$ cat src/source/datapathPkg.sv
package datapathPkg;

    // Single driver of the internal bus
    typedef enum logic [3:0] {
        busReg, busHi, busLo, busZHi, busZLo, busPc, busMdr, busInPort, busConst
    } busSourceT;

    typedef enum logic [3:0] {
        aluAdd, aluSub, aluAnd, aluOr,
        aluShr, aluShra, aluShl, aluRor, aluRol,
        aluMul, aluNeg, aluNot, aluPass
    } aluOpT;

    typedef enum logic [2:0] {
        stepT0, stepT1, stepT2, stepT3, stepT4, stepT5, stepT6, stepT7
    } stepT;

endpackage

$ cat src/source/stepCounter.sv
`timescale 1ns/1ps

module stepCounter (
    input logic clk,
    input logic reset,
    input logic advance,
    input logic finish,
    input logic halt,
    output datapathPkg::stepT step,
    output logic [15:0] retiredCount
);
    import datapathPkg::*;

    always_ff @(posedge clk or posedge reset) begin
        if (reset) begin
            step <= stepT0;
            retiredCount <= '0;
        end else if (!halt) begin
            if (finish) begin
                step <= stepT0;
                retiredCount <= retiredCount + 16'd1;
            end else if (advance) begin
                step <= stepT'(step + 3'd1);
            end
        end
    end

    // Leaving T7 must retire the instruction
    assert property (@(posedge clk) disable iff (reset)
        (step == stepT7 && advance && !halt) |-> finish);

endmodule

$ cat config.mk
export PLATFORM = sky130hd
export DESIGN_NAME = stepCounter
export DESIGN_NICKNAME = d
export VERILOG_FILES = /design/src/source/datapathPkg.sv /design/src/source/stepCounter.sv
export SDC_FILE = /design/constraint.sdc
export NUM_CORES = 1
export LEC_CHECK = 0
export ABC_AREA = 1
export BUFFER_PORTS_ARGS = -buffer_cell sky130_fd_sc_hd__buf_4
export CAP_MARGIN = 10
export CORE_UTILIZATION = 55
export CTS_BUF_LIST = sky130_fd_sc_hd__clkbuf_16
export CTS_CLUSTER_DIAMETER = 30
export DETAILED_ROUTE_END_ITERATION = 7
export PLACE_DENSITY = 0.86
export REMOVE_ABC_BUFFERS = 1
export SETUP_SLACK_MARGIN = 0.4
export SYNTH_ARGS = -nofsm -noshare
export SYNTH_HDL_FRONTEND = slang
export SYNTH_SLANG_ARGS = --single-unit
$ cat constraint.sdc
create_clock -name clk -period 4.26 [get_ports clk]
set_clock_uncertainty 0.15 [all_clocks]
set_input_delay 0.213 -clock clk [delete_from_list [all_inputs] [get_ports clk]]
set_output_delay 0.213 -clock clk [all_outputs]
set_load 0.05 [all_outputs]
==> qor.txt <==
Synth Register Bits = 19
worst r2r src = retiredCount[0]
via count of the routed design = 827
drt wl/cell = 11.7 um
P_leak = 0.000712 uW
Die Y = 44.8 um
Core Region = 1730 um2
critical path arrival = 1.50 ns
fin util = 75.2%
antenna violations before repair = 0
post-synth cell types = 22
clock-pin slew on the worst setup and hold paths = 0.05 ns
register area share after synthesis = 47.3%
fin worst setup slack = 2.76 ns
first-pass GRT wire length = 3340 um
clk buf depth = 2
largest net degree at the start of global routing = 20
gr ovfl total = 0
Worst EP required = 4.25 ns
Post-synth top cells = nand2_1 (28), dfrtp_1 (19), inv_1 (13)
Synth area leader = dfrtp_1
fin crit share = 35.3%
R2R cell count = 8
Critical Path Sink Type = flop
number of I/O pins = 24
area delta synth->final = 29.1%
final hold viol count = 0
Total Nets Final = 150
crit start category = flop
CTS tree = built
Max Slew Vio Count = 0
Synth top area share = 47.3%
Crit Path Category = reg -> reg
RSZ-0062 raised after global routing = no
synthesized area = 1010 um2
slowest CP cell = dfrtp_1
total number of yosys warnings = 0
Tmin final = 1.50 ns
layout cells sized above 1 = 30.3%
CP max FO = 5
Critical path destination = retiredCount[8]
vias per cell = 4.95
num rows = 15
Critical Path Stages = 8
FFs w/ async S/R, synth = 100%
Resized Gates After CTS = 0
CP max stage delay = 0.41 ns
CP top delay family = simple AND/OR/NAND/NOR gates
placed wire-length estimate = 1390 um
Worst path most repeated cell = nand3_1
Max-Slew Margin vs Limit = 52.7%
critical path, cell by cell = ha_1 -> nand3_1 -> nor2_4 -> nand2_4 -> clkinv_2 -> nand3_1 -> nand2_1 -> inv_1
CTS Root Cell = clkbuf_16
Die ar. = 2000 um2
FMAX = 0.665 GHz
Mapped Cells = 114
Worst-Skew Late Latency = 0.25 ns
Critical path buffers and inverters = 2
status = completed
final setup violation count = 0
syn avg cell area = 8.82 um2
worst slew pin tran = 0.709 ns
Main synth FF type = dfrtp_1
tightest hold margin = 0.0966 ns
post-CTS setup buffers = 0
Total Routing Usage GR = 23.1%
number of global-route vias before repair = 789
Setup TNS = 0 ns
# H-tree levels = 1
reg2reg end = retiredCount[8]
worst vdd ir = 0.000369 V
Die X = 44.8 um
Pwr Density = 524 nW/um2
worst hold path type = in -> reg
Non-Filler Instances = 167
Placed Cells incl. Taps = 162
drt pass-1 iters = 4
max-cap check violation count = 0
I/O Buffers = 23
count leader, synth = nand2_1
starting density of the core = 58.3%
placer congestion estimate = 0.849
DRT iter0 DRCs = 26
Hold-fix buffers, CTS = 1
pre-CTS worst setup slack = 2.81 ns
DRC = 0
Synth area leaders = dfrtp_1 (47%), nand2_1 (10%), xor2_1 (5.2%), inv_1 (4.9%), nand3_1 (4.5%)
clk sink count = 19
Reg2Reg Setup Slack = 2.76 ns
DRT antenna net count = 0
number of synthesized flops with an enable pin = 0
antenna fix cells = 0
total wire length = 1950 um
TritonCTS buffer count = 3
crit path from = retiredCount[0]
per-stage QoR:
step | total power (uW) | instance area [um2]
final | 681 | 1300
after global routing | 710 | 1300
after CTS | 684 | 1300
after global placement | 489 | 1210
after floorplan | 423 | 1010
after detailed placement | 494 | 1210
layout by cell type (no fill, tap or decap), types with 3 or more instances in the layout:
cell type,Yosys,layout
xnor2_1,5,5
xor2_1,6,6
inv_1,13,14
clkbuf_16,0,3
inv_2,4,4
nor2_4,3,3
nand3_1,9,9
dfrtp_1,19,19
buf_4,0,23
nand2_1,28,28
nor2_1,9,9
area by class of cell:
cell class	instances	area (um2)
multi-input cells	77	462
clock buffers	3	75.1
fillers	114	428
repair buffers	24	183
well taps	25	31.3
flip-flops and latches	19	475
clock inverters	1	3.75
inverters	18	68.8
registers in the layout, summed over array words and instances, names as in the netlist:
name	count
retiredCount	16
step	3
metal layers:
layer / track usage, % / wire length, um / vias to the layer above
met5: 0 / 0 / -
met4: 10.9 / 42 / 0
met3: 3.60 / 63 / 5
met2: 37.4 / 917 / 29
met1: 30.5 / 923 / 388
li1: - / - / 405
report_power, final:
group | switching [uW] | internal (uW) | total (uW) | leakage, uW
Clock | 62.5 | 125 | 187 | 0.0000423
Combinational | 167 | 74.3 | 241 | 0.000421
Sequential | 39.7 | 213 | 253 | 0.000248
kinds of logic (layout without fill, tap and decap cells):
| kind of cell | after synthesis | after routing | share of synthesized area, % |
|---|---|---|---|
| buffers and inverters | 18 | 46 | 6.84 |
| AOI/OAI and AO/OA | 3 | 3 | 2.11 |
| xor gates and xnor gates | 12 | 12 | 11.2 |
| and+or+nand+nor | 60 | 60 | 30.1 |
| DFF | 19 | 19 | 47.3 |
| adders and majority gates | 2 | 2 | 2.49 |
tightest hold or removal path, cell delays in order:
cell and delay [ns]:
buf_4 0.10, inv_1 0.04, nand2_1 0.04, o21ai_0 0.06
worst min path at each step:
stage                     cells past startpoint               end    from  slack, ns
after global routing                          4           step[1]  finish       0.13
after detailed placement                      2           step[0]   reset       0.22
after CTS                                     4           step[1]  finish       0.10
final                                         4           step[1]  finish        0.1
after floorplan                               1   retiredCount[0]   reset       0.01
after global placement                        2  retiredCount[15]   reset       0.21
Power figures use the tool's default switching activity.
