### src/source/datapathPkg.sv
package datapathPkg;

    // Single driver of the internal bus
    typedef enum logic [3:0] {
        busReg, busHi, busLo, busZHi, busZLo, busPc, busMdr, busInPort, busConst
    } busSourceT;

    typedef enum logic [3:0] {
        aluAdd, aluSub, aluAnd, aluOr,
        aluShr, aluShra, aluShl, aluRor, aluRol,
        aluMul, aluNeg, aluNot, aluPass
    } aluOpT;

    typedef enum logic [2:0] {
        stepT0, stepT1, stepT2, stepT3, stepT4, stepT5, stepT6, stepT7
    } stepT;

endpackage

### src/source/isaPkg.sv
package isaPkg;

    // Instruction opcodes
    typedef enum logic [4:0] {
        opLd = 5'd0, opLdi, opSt,
        opAdd, opSub, opShr, opShra, opShl, opRor, opRol, opAnd, opOr,
        opAddi, opAndi, opOri,
        opMul, opDiv, opNeg, opNot,
        opBr, opJr, opJal,
        opIn, opOut, opMfhi, opMflo,
        opNop, opHalt
    } opcodeT;

    // Instruction fields
    localparam int opMsb = 31;
    localparam int opLsb = 27;
    localparam int raMsb = 26;
    localparam int raLsb = 23;
    localparam int rbMsb = 22;
    localparam int rbLsb = 19;
    localparam int rcMsb = 18;
    localparam int rcLsb = 15;
    localparam int cMsb = 18;
    localparam int cLsb = 0;
    localparam int condMsb = 20;
    localparam int condLsb = 19;

    typedef enum logic [1:0] {
        condZero,
        condNonZero,
        condPositive,
        condNegative
    } branchCondT;

endpackage

### src/source/controlBus.sv
`timescale 1ns/1ps

interface controlBus #(parameter int dataWidth = 32);
    import datapathPkg::*;

    busSourceT busSource;
    aluOpT aluOp;
    logic marIn, mdrIn, mdrFromMem, pcIn, incPc, irIn;
    logic yIn, zIn, hiIn, loIn, conIn, outIn;
    logic gra, grb, grc, rIn, baOut;
    logic memWrite;

    // Status back from the datapath
    logic [dataWidth-1:0] ir;
    logic conFlag;

    modport control (
        output busSource, aluOp, marIn, mdrIn, mdrFromMem, pcIn, incPc, irIn,
        output yIn, zIn, hiIn, loIn, conIn, outIn,
        output gra, grb, grc, rIn, baOut, memWrite,
        input ir, conFlag
    );

    modport path (
        input busSource, aluOp, marIn, mdrIn, mdrFromMem, pcIn, incPc, irIn,
        input yIn, zIn, hiIn, loIn, conIn, outIn,
        input gra, grb, grc, rIn, baOut,
        output ir, conFlag
    );

endinterface

### src/source/controlUnit.sv
`timescale 1ns/1ps

module controlUnit (
    input logic clk,
    input logic reset,
    controlBus.control ctl,
    input datapathPkg::stepT step,
    output logic advance,
    output logic finish,
    output logic halt,
    output logic memReqValid,
    input logic memReqReady,
    input logic memRspValid
);
    import isaPkg::*;
    import datapathPkg::*;

    opcodeT opcode;
    aluOpT opAlu;
    stepT lastStep;
    logic [7:0] at;
    logic running, reqIssued, memStep, addrCalc;
    logic isLoad, isLoadImm, isStore, isAluReg, isAluImm, isMul, isUnary;
    logic isBranch, isJr, isJal, isIn, isOut, isMfhi, isMflo, isHalt;

    // Idle for one cycle out of reset
    always_ff @(posedge clk or posedge reset) begin
        if (reset) begin
            running <= 1'b0;
            reqIssued <= 1'b0;
        end else begin
            running <= 1'b1;
            if (memRspValid) begin
                reqIssued <= 1'b0;
            end else if (memReqValid && memReqReady) begin
                reqIssued <= 1'b1;
            end
        end
    end

    assign opcode = opcodeT'(ctl.ir[opMsb:opLsb]);

    always_comb begin
        {isLoad, isLoadImm, isStore, isAluReg, isAluImm, isMul, isUnary} = '0;
        {isBranch, isJr, isJal, isIn, isOut, isMfhi, isMflo, isHalt} = '0;
        case (opcode)
            opLd: isLoad = 1'b1;
            opLdi: isLoadImm = 1'b1;
            opSt: isStore = 1'b1;
            opAdd, opSub, opShr, opShra, opShl, opRor, opRol, opAnd, opOr: isAluReg = 1'b1;
            opAddi, opAndi, opOri: isAluImm = 1'b1;
            opMul: isMul = 1'b1;
            opNeg, opNot: isUnary = 1'b1;
            opBr: isBranch = 1'b1;
            opJr: isJr = 1'b1;
            opJal: isJal = 1'b1;
            opIn: isIn = 1'b1;
            opOut: isOut = 1'b1;
            opMfhi: isMfhi = 1'b1;
            opMflo: isMflo = 1'b1;
            opHalt: isHalt = 1'b1;
            // Divide is not built
            opNop, opDiv: ;
            default: ;
        endcase

        case (opcode)
            opSub: opAlu = aluSub;
            opShr: opAlu = aluShr;
            opShra: opAlu = aluShra;
            opShl: opAlu = aluShl;
            opRor: opAlu = aluRor;
            opRol: opAlu = aluRol;
            opAnd, opAndi: opAlu = aluAnd;
            opOr, opOri: opAlu = aluOr;
            opMul: opAlu = aluMul;
            opNeg: opAlu = aluNeg;
            opNot: opAlu = aluNot;
            default: opAlu = aluAdd;
        endcase

        if (isJal || isUnary) begin
            lastStep = stepT4;
        end else if (isLoadImm || isAluReg || isAluImm) begin
            lastStep = stepT5;
        end else if (isMul || isBranch) begin
            lastStep = stepT6;
        end else if (isLoad || isStore) begin
            lastStep = stepT7;
        end else begin
            lastStep = stepT3;
        end
    end

    assign addrCalc = isLoad || isLoadImm || isStore;
    assign at = running ? (8'd1 << step) : 8'd0;

    always_comb begin
        if (at[0] || (at[3] && isJal) || (at[4] && isBranch)) begin
            ctl.busSource = busPc;
        end else if (at[2] || (at[7] && isLoad)) begin
            ctl.busSource = busMdr;
        end else if (at[3] && isMfhi) begin
            ctl.busSource = busHi;
        end else if (at[3] && isMflo) begin
            ctl.busSource = busLo;
        end else if (at[3] && isIn) begin
            ctl.busSource = busInPort;
        end else if (at[5] && isMul) begin
            ctl.busSource = busZHi;
        end else if ((at[4] && isUnary) || (at[5] && (addrCalc || isAluReg || isAluImm))
                     || (at[6] && (isMul || isBranch))) begin
            ctl.busSource = busZLo;
        end else if ((at[4] && (addrCalc || isAluImm)) || (at[5] && isBranch)) begin
            ctl.busSource = busConst;
        end else begin
            ctl.busSource = busReg;
        end
    end

    // Per-step strobes
    assign ctl.marIn = at[0] || (at[5] && (isLoad || isStore));
    assign ctl.incPc = at[0];
    assign ctl.mdrFromMem = at[1] || (at[6] && isLoad);
    assign ctl.mdrIn = ctl.mdrFromMem || (at[6] && isStore);
    assign ctl.irIn = at[2];
    assign ctl.yIn = (at[3] && (addrCalc || isAluReg || isAluImm || isMul))
                     || (at[4] && isBranch);
    assign ctl.zIn = (at[3] && isUnary) || (at[4] && (addrCalc || isAluReg || isAluImm || isMul))
                     || (at[5] && isBranch);
    assign ctl.aluOp = ctl.zIn ? opAlu : aluPass;
    assign ctl.pcIn = (at[3] && isJr) || (at[4] && isJal) || (at[6] && isBranch && ctl.conFlag);
    assign ctl.hiIn = at[5] && isMul;
    assign ctl.loIn = at[6] && isMul;
    assign ctl.conIn = at[3] && isBranch;
    assign ctl.outIn = at[3] && isOut;
    assign ctl.gra = (at[3] && (isBranch || isJr || isIn || isOut || isMfhi || isMflo))
                     || (at[4] && (isMul || isUnary || isJal))
                     || (at[5] && (isLoadImm || isAluReg || isAluImm))
                     || (at[6] && isStore) || (at[7] && isLoad);
    assign ctl.grb = at[3] && (addrCalc || isAluReg || isAluImm || isMul || isUnary || isJal);
    assign ctl.grc = at[4] && isAluReg;
    assign ctl.rIn = (at[3] && (isJal || isIn || isMfhi || isMflo)) || (at[4] && isUnary)
                     || (at[5] && (isLoadImm || isAluReg || isAluImm)) || (at[7] && isLoad);
    assign ctl.baOut = at[3] && addrCalc;
    assign ctl.memWrite = at[7] && isStore;

    // Memory steps hold until the response
    assign memStep = at[1] || (at[6] && isLoad) || (at[7] && isStore);
    assign memReqValid = memStep && !reqIssued;
    assign advance = running && (!memStep || memRspValid);
    assign finish = advance && (step == lastStep) && !isHalt;
    assign halt = at[3] && isHalt;

    // One bus source, and the register file never feeds itself
    assert property (@(posedge clk) disable iff (reset)
        $onehot0({ctl.gra, ctl.grb, ctl.grc}) && !(ctl.rIn && ctl.busSource == busReg));

    assert property (@(posedge clk) disable iff (reset)
        (memReqValid && !memReqReady) |=> memReqValid);

endmodule

### src/flat_wrapper.sv
// flat-port wrapper written by rule: the top's interface ports become plain ports
module controlUnit_flat import isaPkg::*; import datapathPkg::*;
  (clk, reset, step, advance, finish, halt, memReqValid, memReqReady, memRspValid, ctl_busSource, ctl_aluOp, ctl_marIn, ctl_mdrIn, ctl_mdrFromMem, ctl_pcIn, ctl_incPc, ctl_irIn, ctl_yIn, ctl_zIn, ctl_hiIn, ctl_loIn, ctl_conIn, ctl_outIn, ctl_gra, ctl_grb, ctl_grc, ctl_rIn, ctl_baOut, ctl_memWrite, ctl_ir, ctl_conFlag);
  controlBus ctl_i ();
  input logic clk;
  input logic reset;
  input datapathPkg::stepT step;
  output logic advance;
  output logic finish;
  output logic halt;
  output logic memReqValid;
  input logic memReqReady;
  input logic memRspValid;
  output wire logic [$bits(ctl_i.busSource)-1:0] ctl_busSource;
  output wire logic [$bits(ctl_i.aluOp)-1:0] ctl_aluOp;
  output wire logic [$bits(ctl_i.marIn)-1:0] ctl_marIn;
  output wire logic [$bits(ctl_i.mdrIn)-1:0] ctl_mdrIn;
  output wire logic [$bits(ctl_i.mdrFromMem)-1:0] ctl_mdrFromMem;
  output wire logic [$bits(ctl_i.pcIn)-1:0] ctl_pcIn;
  output wire logic [$bits(ctl_i.incPc)-1:0] ctl_incPc;
  output wire logic [$bits(ctl_i.irIn)-1:0] ctl_irIn;
  output wire logic [$bits(ctl_i.yIn)-1:0] ctl_yIn;
  output wire logic [$bits(ctl_i.zIn)-1:0] ctl_zIn;
  output wire logic [$bits(ctl_i.hiIn)-1:0] ctl_hiIn;
  output wire logic [$bits(ctl_i.loIn)-1:0] ctl_loIn;
  output wire logic [$bits(ctl_i.conIn)-1:0] ctl_conIn;
  output wire logic [$bits(ctl_i.outIn)-1:0] ctl_outIn;
  output wire logic [$bits(ctl_i.gra)-1:0] ctl_gra;
  output wire logic [$bits(ctl_i.grb)-1:0] ctl_grb;
  output wire logic [$bits(ctl_i.grc)-1:0] ctl_grc;
  output wire logic [$bits(ctl_i.rIn)-1:0] ctl_rIn;
  output wire logic [$bits(ctl_i.baOut)-1:0] ctl_baOut;
  output wire logic [$bits(ctl_i.memWrite)-1:0] ctl_memWrite;
  input wire logic [$bits(ctl_i.ir)-1:0] ctl_ir;
  input wire logic [$bits(ctl_i.conFlag)-1:0] ctl_conFlag;
  assign ctl_busSource = ctl_i.busSource;
  assign ctl_aluOp = ctl_i.aluOp;
  assign ctl_marIn = ctl_i.marIn;
  assign ctl_mdrIn = ctl_i.mdrIn;
  assign ctl_mdrFromMem = ctl_i.mdrFromMem;
  assign ctl_pcIn = ctl_i.pcIn;
  assign ctl_incPc = ctl_i.incPc;
  assign ctl_irIn = ctl_i.irIn;
  assign ctl_yIn = ctl_i.yIn;
  assign ctl_zIn = ctl_i.zIn;
  assign ctl_hiIn = ctl_i.hiIn;
  assign ctl_loIn = ctl_i.loIn;
  assign ctl_conIn = ctl_i.conIn;
  assign ctl_outIn = ctl_i.outIn;
  assign ctl_gra = ctl_i.gra;
  assign ctl_grb = ctl_i.grb;
  assign ctl_grc = ctl_i.grc;
  assign ctl_rIn = ctl_i.rIn;
  assign ctl_baOut = ctl_i.baOut;
  assign ctl_memWrite = ctl_i.memWrite;
  assign ctl_i.ir = ctl_ir;
  assign ctl_i.conFlag = ctl_conFlag;
  controlUnit u_core (.clk(clk), .reset(reset), .ctl(ctl_i), .step(step), .advance(advance), .finish(finish), .halt(halt), .memReqValid(memReqValid), .memReqReady(memReqReady), .memRspValid(memRspValid));
endmodule
### config.mk
export PLATFORM = sky130hd
export DESIGN_NAME = controlUnit_flat
export DESIGN_NICKNAME = d
export VERILOG_FILES = /design/src/source/datapathPkg.sv /design/src/source/isaPkg.sv /design/src/source/controlBus.sv /design/src/source/controlUnit.sv /design/src/flat_wrapper.sv
export SDC_FILE = /design/constraint.sdc
export NUM_CORES = 1
export LEC_CHECK = 0
export BUFFER_PORTS_ARGS = -buffer_cell sky130_fd_sc_hd__buf_2
export CAP_MARGIN = 10
export CORE_ASPECT_RATIO = 0.75
export CORE_UTILIZATION = 47
export DETAILED_ROUTE_END_ITERATION = 8
export GPL_ROUTABILITY_DRIVEN = 0
export PLACE_DENSITY = 0.87
export SLEW_MARGIN = 10
export SYNTH_ARGS = -nofsm -noshare
export SYNTH_HDL_FRONTEND = slang
export SYNTH_SLANG_ARGS = --single-unit
### constraint.sdc
create_clock -name clk -period 6 [get_ports clk]
set_clock_uncertainty 0.2 [all_clocks]
set_input_delay 1.5 -clock clk [delete_from_list [all_inputs] [get_ports clk]]
set_output_delay 1.5 -clock clk [all_outputs]
set_load 0.01 [all_outputs]
==> run summary, run 1 <==
NetSw: 0.0497 mW
Most common cell after layout, fill and taps aside: buf_2
CTS tree: built
Critical-path cell with the highest stage delay: ha_1
Maximum operating frequency: 194 MHz
Setup Crit Path Kind: input port to primary output
Critical Path Fanout Max: 10
Average wire per standard cell: 13.1 um
Worst min path class: flop to flop
Post-layout power: 0.109 mW
Die Wd: 58.7 um
Final Net Count: 253
Number of buffers between clock root and the deepest sink: 2
Post-cts hold buffer count: 0
Final clock period utilization by the worst path: 0.858
Cell taking the most area after synthesis: nand2_1
Placed wire-length estimate: 2.42 mm
Core box area: 2290 sq um
Series of cell instances along the critical path: buf_2, inv_1, ha_1, nor2_1, a21o_1, o221ai_1, xnor2_1, a2111oi_2, buf_2
Pwr/cell area: 82.7 nW/um^2
CTS clk-pin slew, worst paths: 0.03 ns
Antenna violations before repair: 0
Post-synthesis net count: 220
Number of setup buffers added after CTS: 0
Yosys synthesis warning count: 0
Final cell count without fillers: 239
H-tree depth: 1
Starting Density: 0.495
Final count of pins violating max slew: 0
Clock root cell: clkbuf_4
Slowest cell delay on critical path: 0.47 ns
Total wire length: 3.13 mm
Number of failing hold endpoints at the final stage: 0
Flop2flop setup slack: 4.92 ns
GRT Total Usage: 0.246
RSZ-0062 raised after global routing: false
Largest cells by area after synthesis: nand2_1 7.3%, ha_1 6.6%, nor2_1 6.3%, o21ai_0 4.9%, dfrtp_1 4.4%
Gate Count Post-Synth: 174
FF+latch count, synth: 2
Combinational cell fraction of total power: 0.603
Final antenna diode count: 0
Router iterations before antenna repair: 4
Number of sinks handled by clock tree synthesis: 2
Max Cap Viol: 0
Outcome: finished clean
Data required time of the worst path: 4.30 ns
Post-cts resize count: 0
Hold slack final: 0.308 ns
Via-per-instance ratio: 5.88
FFs w/ async S/R, synth: 1.00
Kind of end point of the critical path: primary output
Layout-stage area growth over the synthesis result: 16.7%
Via count of the first global-routing pass: 1102
Worst endpoint data arrival time: 3.45 ns
Seq/Total Area, Yosys: 0.0442
Ratio of cells with drive above 1 in the final layout: 0.268
DR iter-0 viols: 90
Sequential share of power: 0.139
Gr ovfl total: 0
Most frequent CP cell: buf_2
Inst Count DP: 236
Number of buffers created by CTS: 3
Number of buffers added on ports: 42
Most used cells in the layout excluding fill and tap cells: 42 x buf_2, 22 x nand2_1, 19 x nor2_1, 11 x o21ai_0, 10 x inv_1
Post-synth cell types: 55
Most frequently used flop master after synthesis: dfrtp_1
Floorplan die area: 2610 sq um
Startpoint class of the critical path: input port
Time the worst path needs with I/O delays and setup: 5.15 ns
Die boundary height: 44.5 um
Clock network fraction of design power: 0.257
Synthesized area per cell: 6.51 sq um
Fraction of post-synthesis cell area in the top cell type by area: 0.0728
Post-layout util: 0.578
Clock network latency to the later pin of the worst-skew pair: 0.22 ns
Std cell rows: 15
IO Pins: 70
Number of synthesized flops with an enable pin: 0
Via Count: 1405
Endpoints failing setup: 0
Static Leakage: 0.642 nW
Number of DRC violations after detailed routing: 0
Global-route wire length before repair: 5.03 mm
Worst ir drop on vdd: 0.0000809 V
Number of filler instances in the final layout: 233
Antenna-violating nets left: 0
Switching Share: 0.454
Maximum number of pins on one net before global-route repair: 24
Internal Dissipation: 0.0597 mW
Post-synth design cell area: 1130 sq um
Total negative slack for setup checks: 0 ns
==> layer usage <==
metal	up-vias	wire length (um)	track usage
met5	-	0	0
met4	0	21	0.0429
met3	4	299	0.0263
met2	85	1380	0.359
met1	620	1430	0.385
li1	696	-	-
==> registers in the layout, summed over array words and instances, names as in the netlist <==
| name | flops |
|---|---|
| u_core.reqIssued | 1 |
| u_core.running | 1 |
==> final cells by class <==
cell class | count | area [sq um] | share of cell area
well taps | 34 | 42.5 | 0.0322
clock buffers | 3 | 22.5 | 0.0170
repair buffers | 42 | 210 | 0.159
inverters | 10 | 37.5 | 0.0284
flip-flops and latches | 2 | 50.0 | 0.0378
multi-input cells | 148 | 960 | 0.726
==> power by group through the flow <==
| stage | Clock (mW) | Sequential (mW) | Combinational (mW) |
|---|---|---|---|
| 2_1_floorplan | 0 | 0.0143 | 0.0509 |
| 3_3_place_gp | 0 | 0.0154 | 0.0636 |
| 3_5_place_dp | 0 | 0.0153 | 0.0645 |
| 4_1_cts | 0.0298 | 0.0152 | 0.0647 |
| 5_1_grt | 0.0315 | 0.0154 | 0.0724 |
| 6_report | 0.0282 | 0.0152 | 0.0660 |
==> worst max-delay path: cells and delay by family <==
kind / cells / cell delay, ns
AND/OR/NAND/NOR: 1 / 0.10
AO/OA/AOI/OAI: 3 / 0.84
XOR/XNOR: 1 / 0.11
buffers and inverters: 3 / 0.42
adder cells (fa/ha/maj): 1 / 0.47
==> synth_stat cells (3+ instances only) <==
cell type / number
ha_1: 6
nand2b_1: 3
or3_1: 4
a21oi_1: 8
nor2_1: 19
o21ai_0: 11
buf_2: 9
nand3_1: 8
and2_1: 4
inv_1: 10
nor3_1: 7
nand2_1: 22
a31oi_1: 5
==> per-stage QoR <==
step	worst slack [ns]	cell area, sq um
global route	0.681	1320
CTS	0.852	1320
global placement	0.891	1300
detailed placement	0.846	1300
finish	0.852	1320
floorplan	1.25	1130
==> final timing paths <==
check	startpoint	end	cells past startpoint
max	ctl_ir[28]	finish	9
min	u_core.reqIssued	u_core.reqIssued	2
max reg2reg	u_core.running	u_core.reqIssued	2
min reg2reg	u_core.reqIssued	u_core.reqIssued	2
max in group asynchronous	reset	u_core.running	2
min in group asynchronous	reset	u_core.reqIssued	2
==> kinds of logic (layout without fill, tap and decap cells) <==
kind of cell / after synthesis / count (layout) / share of synthesized area
mux: 1 / 1 / 0.00883
simple gates: 91 / 91 / 0.457
compound gates: 46 / 46 / 0.288
xor+xnor: 3 / 3 / 0.0232
other cells: 1 / 1 / 0.00331
buf+inv: 24 / 55 / 0.109
fa+ha+maj: 6 / 6 / 0.0662
flops: 2 / 2 / 0.0442
Note: power is estimated with default switching activity, not from simulation.
==> run 2, diff against run 1 <==
- BUFFER_PORTS_ARGS: -buffer_cell sky130_fd_sc_hd__buf_2 -> -buffer_cell sky130_fd_sc_hd__buf_4
- CORE_UTILIZATION: 47 -> 44
- PLACE_DENSITY: 0.87 -> 0.82
- clock period: 6 -> 5.6 ns (I/O delays scaled with it)
==> run 2 against run 1 <==
  * Critical path depth unchanged
  * Flip-flop and latch count stayed put
  * Sequential power up 8%
  * Count of clock-buffer cells in the layout did not move
  * Global-route usage increased by 1.2 points
  * Via count grew 3.1%
  * Die area increased by 6.5%
  * Utilization is 2.6 points higher
  * Critical path type unchanged
  * Critical endpoint unchanged
==> run summary, run 2 (synthesized netlist as in run 1, its figures left out) <==
Router iterations before antenna repair: 5
Most common cell after layout, fill and taps aside: buf_4
Average wire per standard cell: 14.8 um
Data required time of the worst path: 4.00 ns
Total wire length: 3.54 mm
Static Leakage: 0.654 nW
Largest registers: u_core.reqIssued: 1 flops, u_core.running: 1 flops
GRT Total Usage: 0.258
Final count of pins violating max slew: 0
Clock network latency to the later pin of the worst-skew pair: 0.21 ns
Number of DRC violations after detailed routing: 0
Post-cts hold buffer count: 0
Pwr/cell area: 86.0 nW/um^2
Via Count: 1449
Antenna-violating nets left: 0
Gr ovfl total: 0
Die boundary height: 46.0 um
Max Cap Viol: 0
Number of sinks handled by clock tree synthesis: 2
Number of buffers added on ports: 42
CTS clk-pin slew, worst paths: 0.03 ns
Ratio of cells with drive above 1 in the final layout: 0.268
Worst ir drop on vdd: 0.0000736 V
Worst min path class: flop to flop
Time the worst path needs with I/O delays and setup: 4.98 ns
Maximum operating frequency: 201 MHz
Startpoint class of the critical path: input port
Core box area: 2360 sq um
Maximum number of pins on one net before global-route repair: 24
Total negative slack for setup checks: 0 ns
Global-route wire length before repair: 5.51 mm
DR iter-0 viols: 173
Number of filler instances in the final layout: 230
Floorplan die area: 2790 sq um
Clock root cell: clkbuf_4
Most used cells in the layout excluding fill and tap cells: 42 x buf_4, 22 x nand2_1, 19 x nor2_1, 11 x o21ai_0, 10 x inv_1
Final Net Count: 253
IO Pins: 70
Hold slack final: 0.291 ns
Number of failing hold endpoints at the final stage: 0
Post-cts resize count: 0
Worst endpoint data arrival time: 3.38 ns
Std cell rows: 15
Outcome: finished clean
Layout-stage area growth over the synthesis result: 25.9%
Starting Density: 0.479
Antenna violations before repair: 0
RSZ-0062 raised after global routing: false
Number of buffers between clock root and the deepest sink: 2
Via-per-instance ratio: 6.06
H-tree depth: 1
Endpoints failing setup: 0
Setup Crit Path Kind: input port to primary output
Critical Path Fanout Max: 10
Post-layout power: 0.123 mW
Kind of end point of the critical path: primary output
Number of buffers created by CTS: 3
Via count of the first global-routing pass: 1157
Number of setup buffers added after CTS: 0
Final clock period utilization by the worst path: 0.889
Die Wd: 60.6 um
CTS tree: built
Final antenna diode count: 0
Placed wire-length estimate: 2.66 mm
[run 2: cell counts in the layout (fill, tap and decap cells not counted)]
Identical to the previous run, type by type.
[run 2: final timing paths]
path,depth (start not counted),slack (ns),startpoint,to
setup / recovery,9,0.62,ctl_ir[27],finish
hold / removal,2,0.29,u_core.reqIssued,u_core.reqIssued
setup reg to reg,2,4.54,u_core.running,u_core.reqIssued
hold reg to reg,2,0.29,u_core.reqIssued,u_core.reqIssued
max in group asynchronous,2,4.25,reset,u_core.running
min in group asynchronous,2,0.84,reset,u_core.reqIssued
[run 2: layer usage]
layer	global-route usage	wire length, um	up-vias
met5	0	0	-
met1	0.393	1540	655
met4	0.0182	10	0
li1	-	-	689
met2	0.398	1600	103
met3	0.0313	392	2
[run 2: cell type report]
| cell class | count | area, sq um | share of cell area |
|---|---|---|---|
| clock buffer | 3 | 22.5 | 0.0158 |
| multi-input combinational | 148 | 960 | 0.672 |
| tap | 34 | 42.5 | 0.0298 |
| timing repair buffer | 42 | 315 | 0.221 |
| sequential | 2 | 50.0 | 0.0351 |
| inverter | 10 | 37.5 | 0.0263 |
[run 2: through the flow]
step / utilization / std cells / instance area [sq um] / worst slack [ns]
6_report: 0.604 / 239 / 1430 / 0.624
5_1_grt: 0.604 / 239 / 1430 / 0.489
4_1_cts: 0.604 / 239 / 1430 / 0.656
3_5_place_dp: 0.594 / 236 / 1410 / 0.677
3_3_place_gp: 0.594 / 236 / 1410 / 0.686
2_1_floorplan: - / 174 / 1130 / 1.05
[run 2: where the power goes]
group	leakage (nW)	switching, mW	internal, mW	total (mW)
logic	0.615	0.0467	0.0303	0.0770
clock network	0.0138	0.00602	0.0235	0.0295
registers	0.0255	0.00128	0.0151	0.0164
total	0.654	0.0540	0.0688	0.123
[run 2: worst max-delay path, cell delays in order]
cell and delay [ns]:
buf_4 0.10, inv_1 0.07, ha_1 0.35, and2b_1 0.25, o211ai_2 0.32, o221ai_1 0.21
xnor2_1 0.18, a2111oi_2 0.31, buf_4 0.18
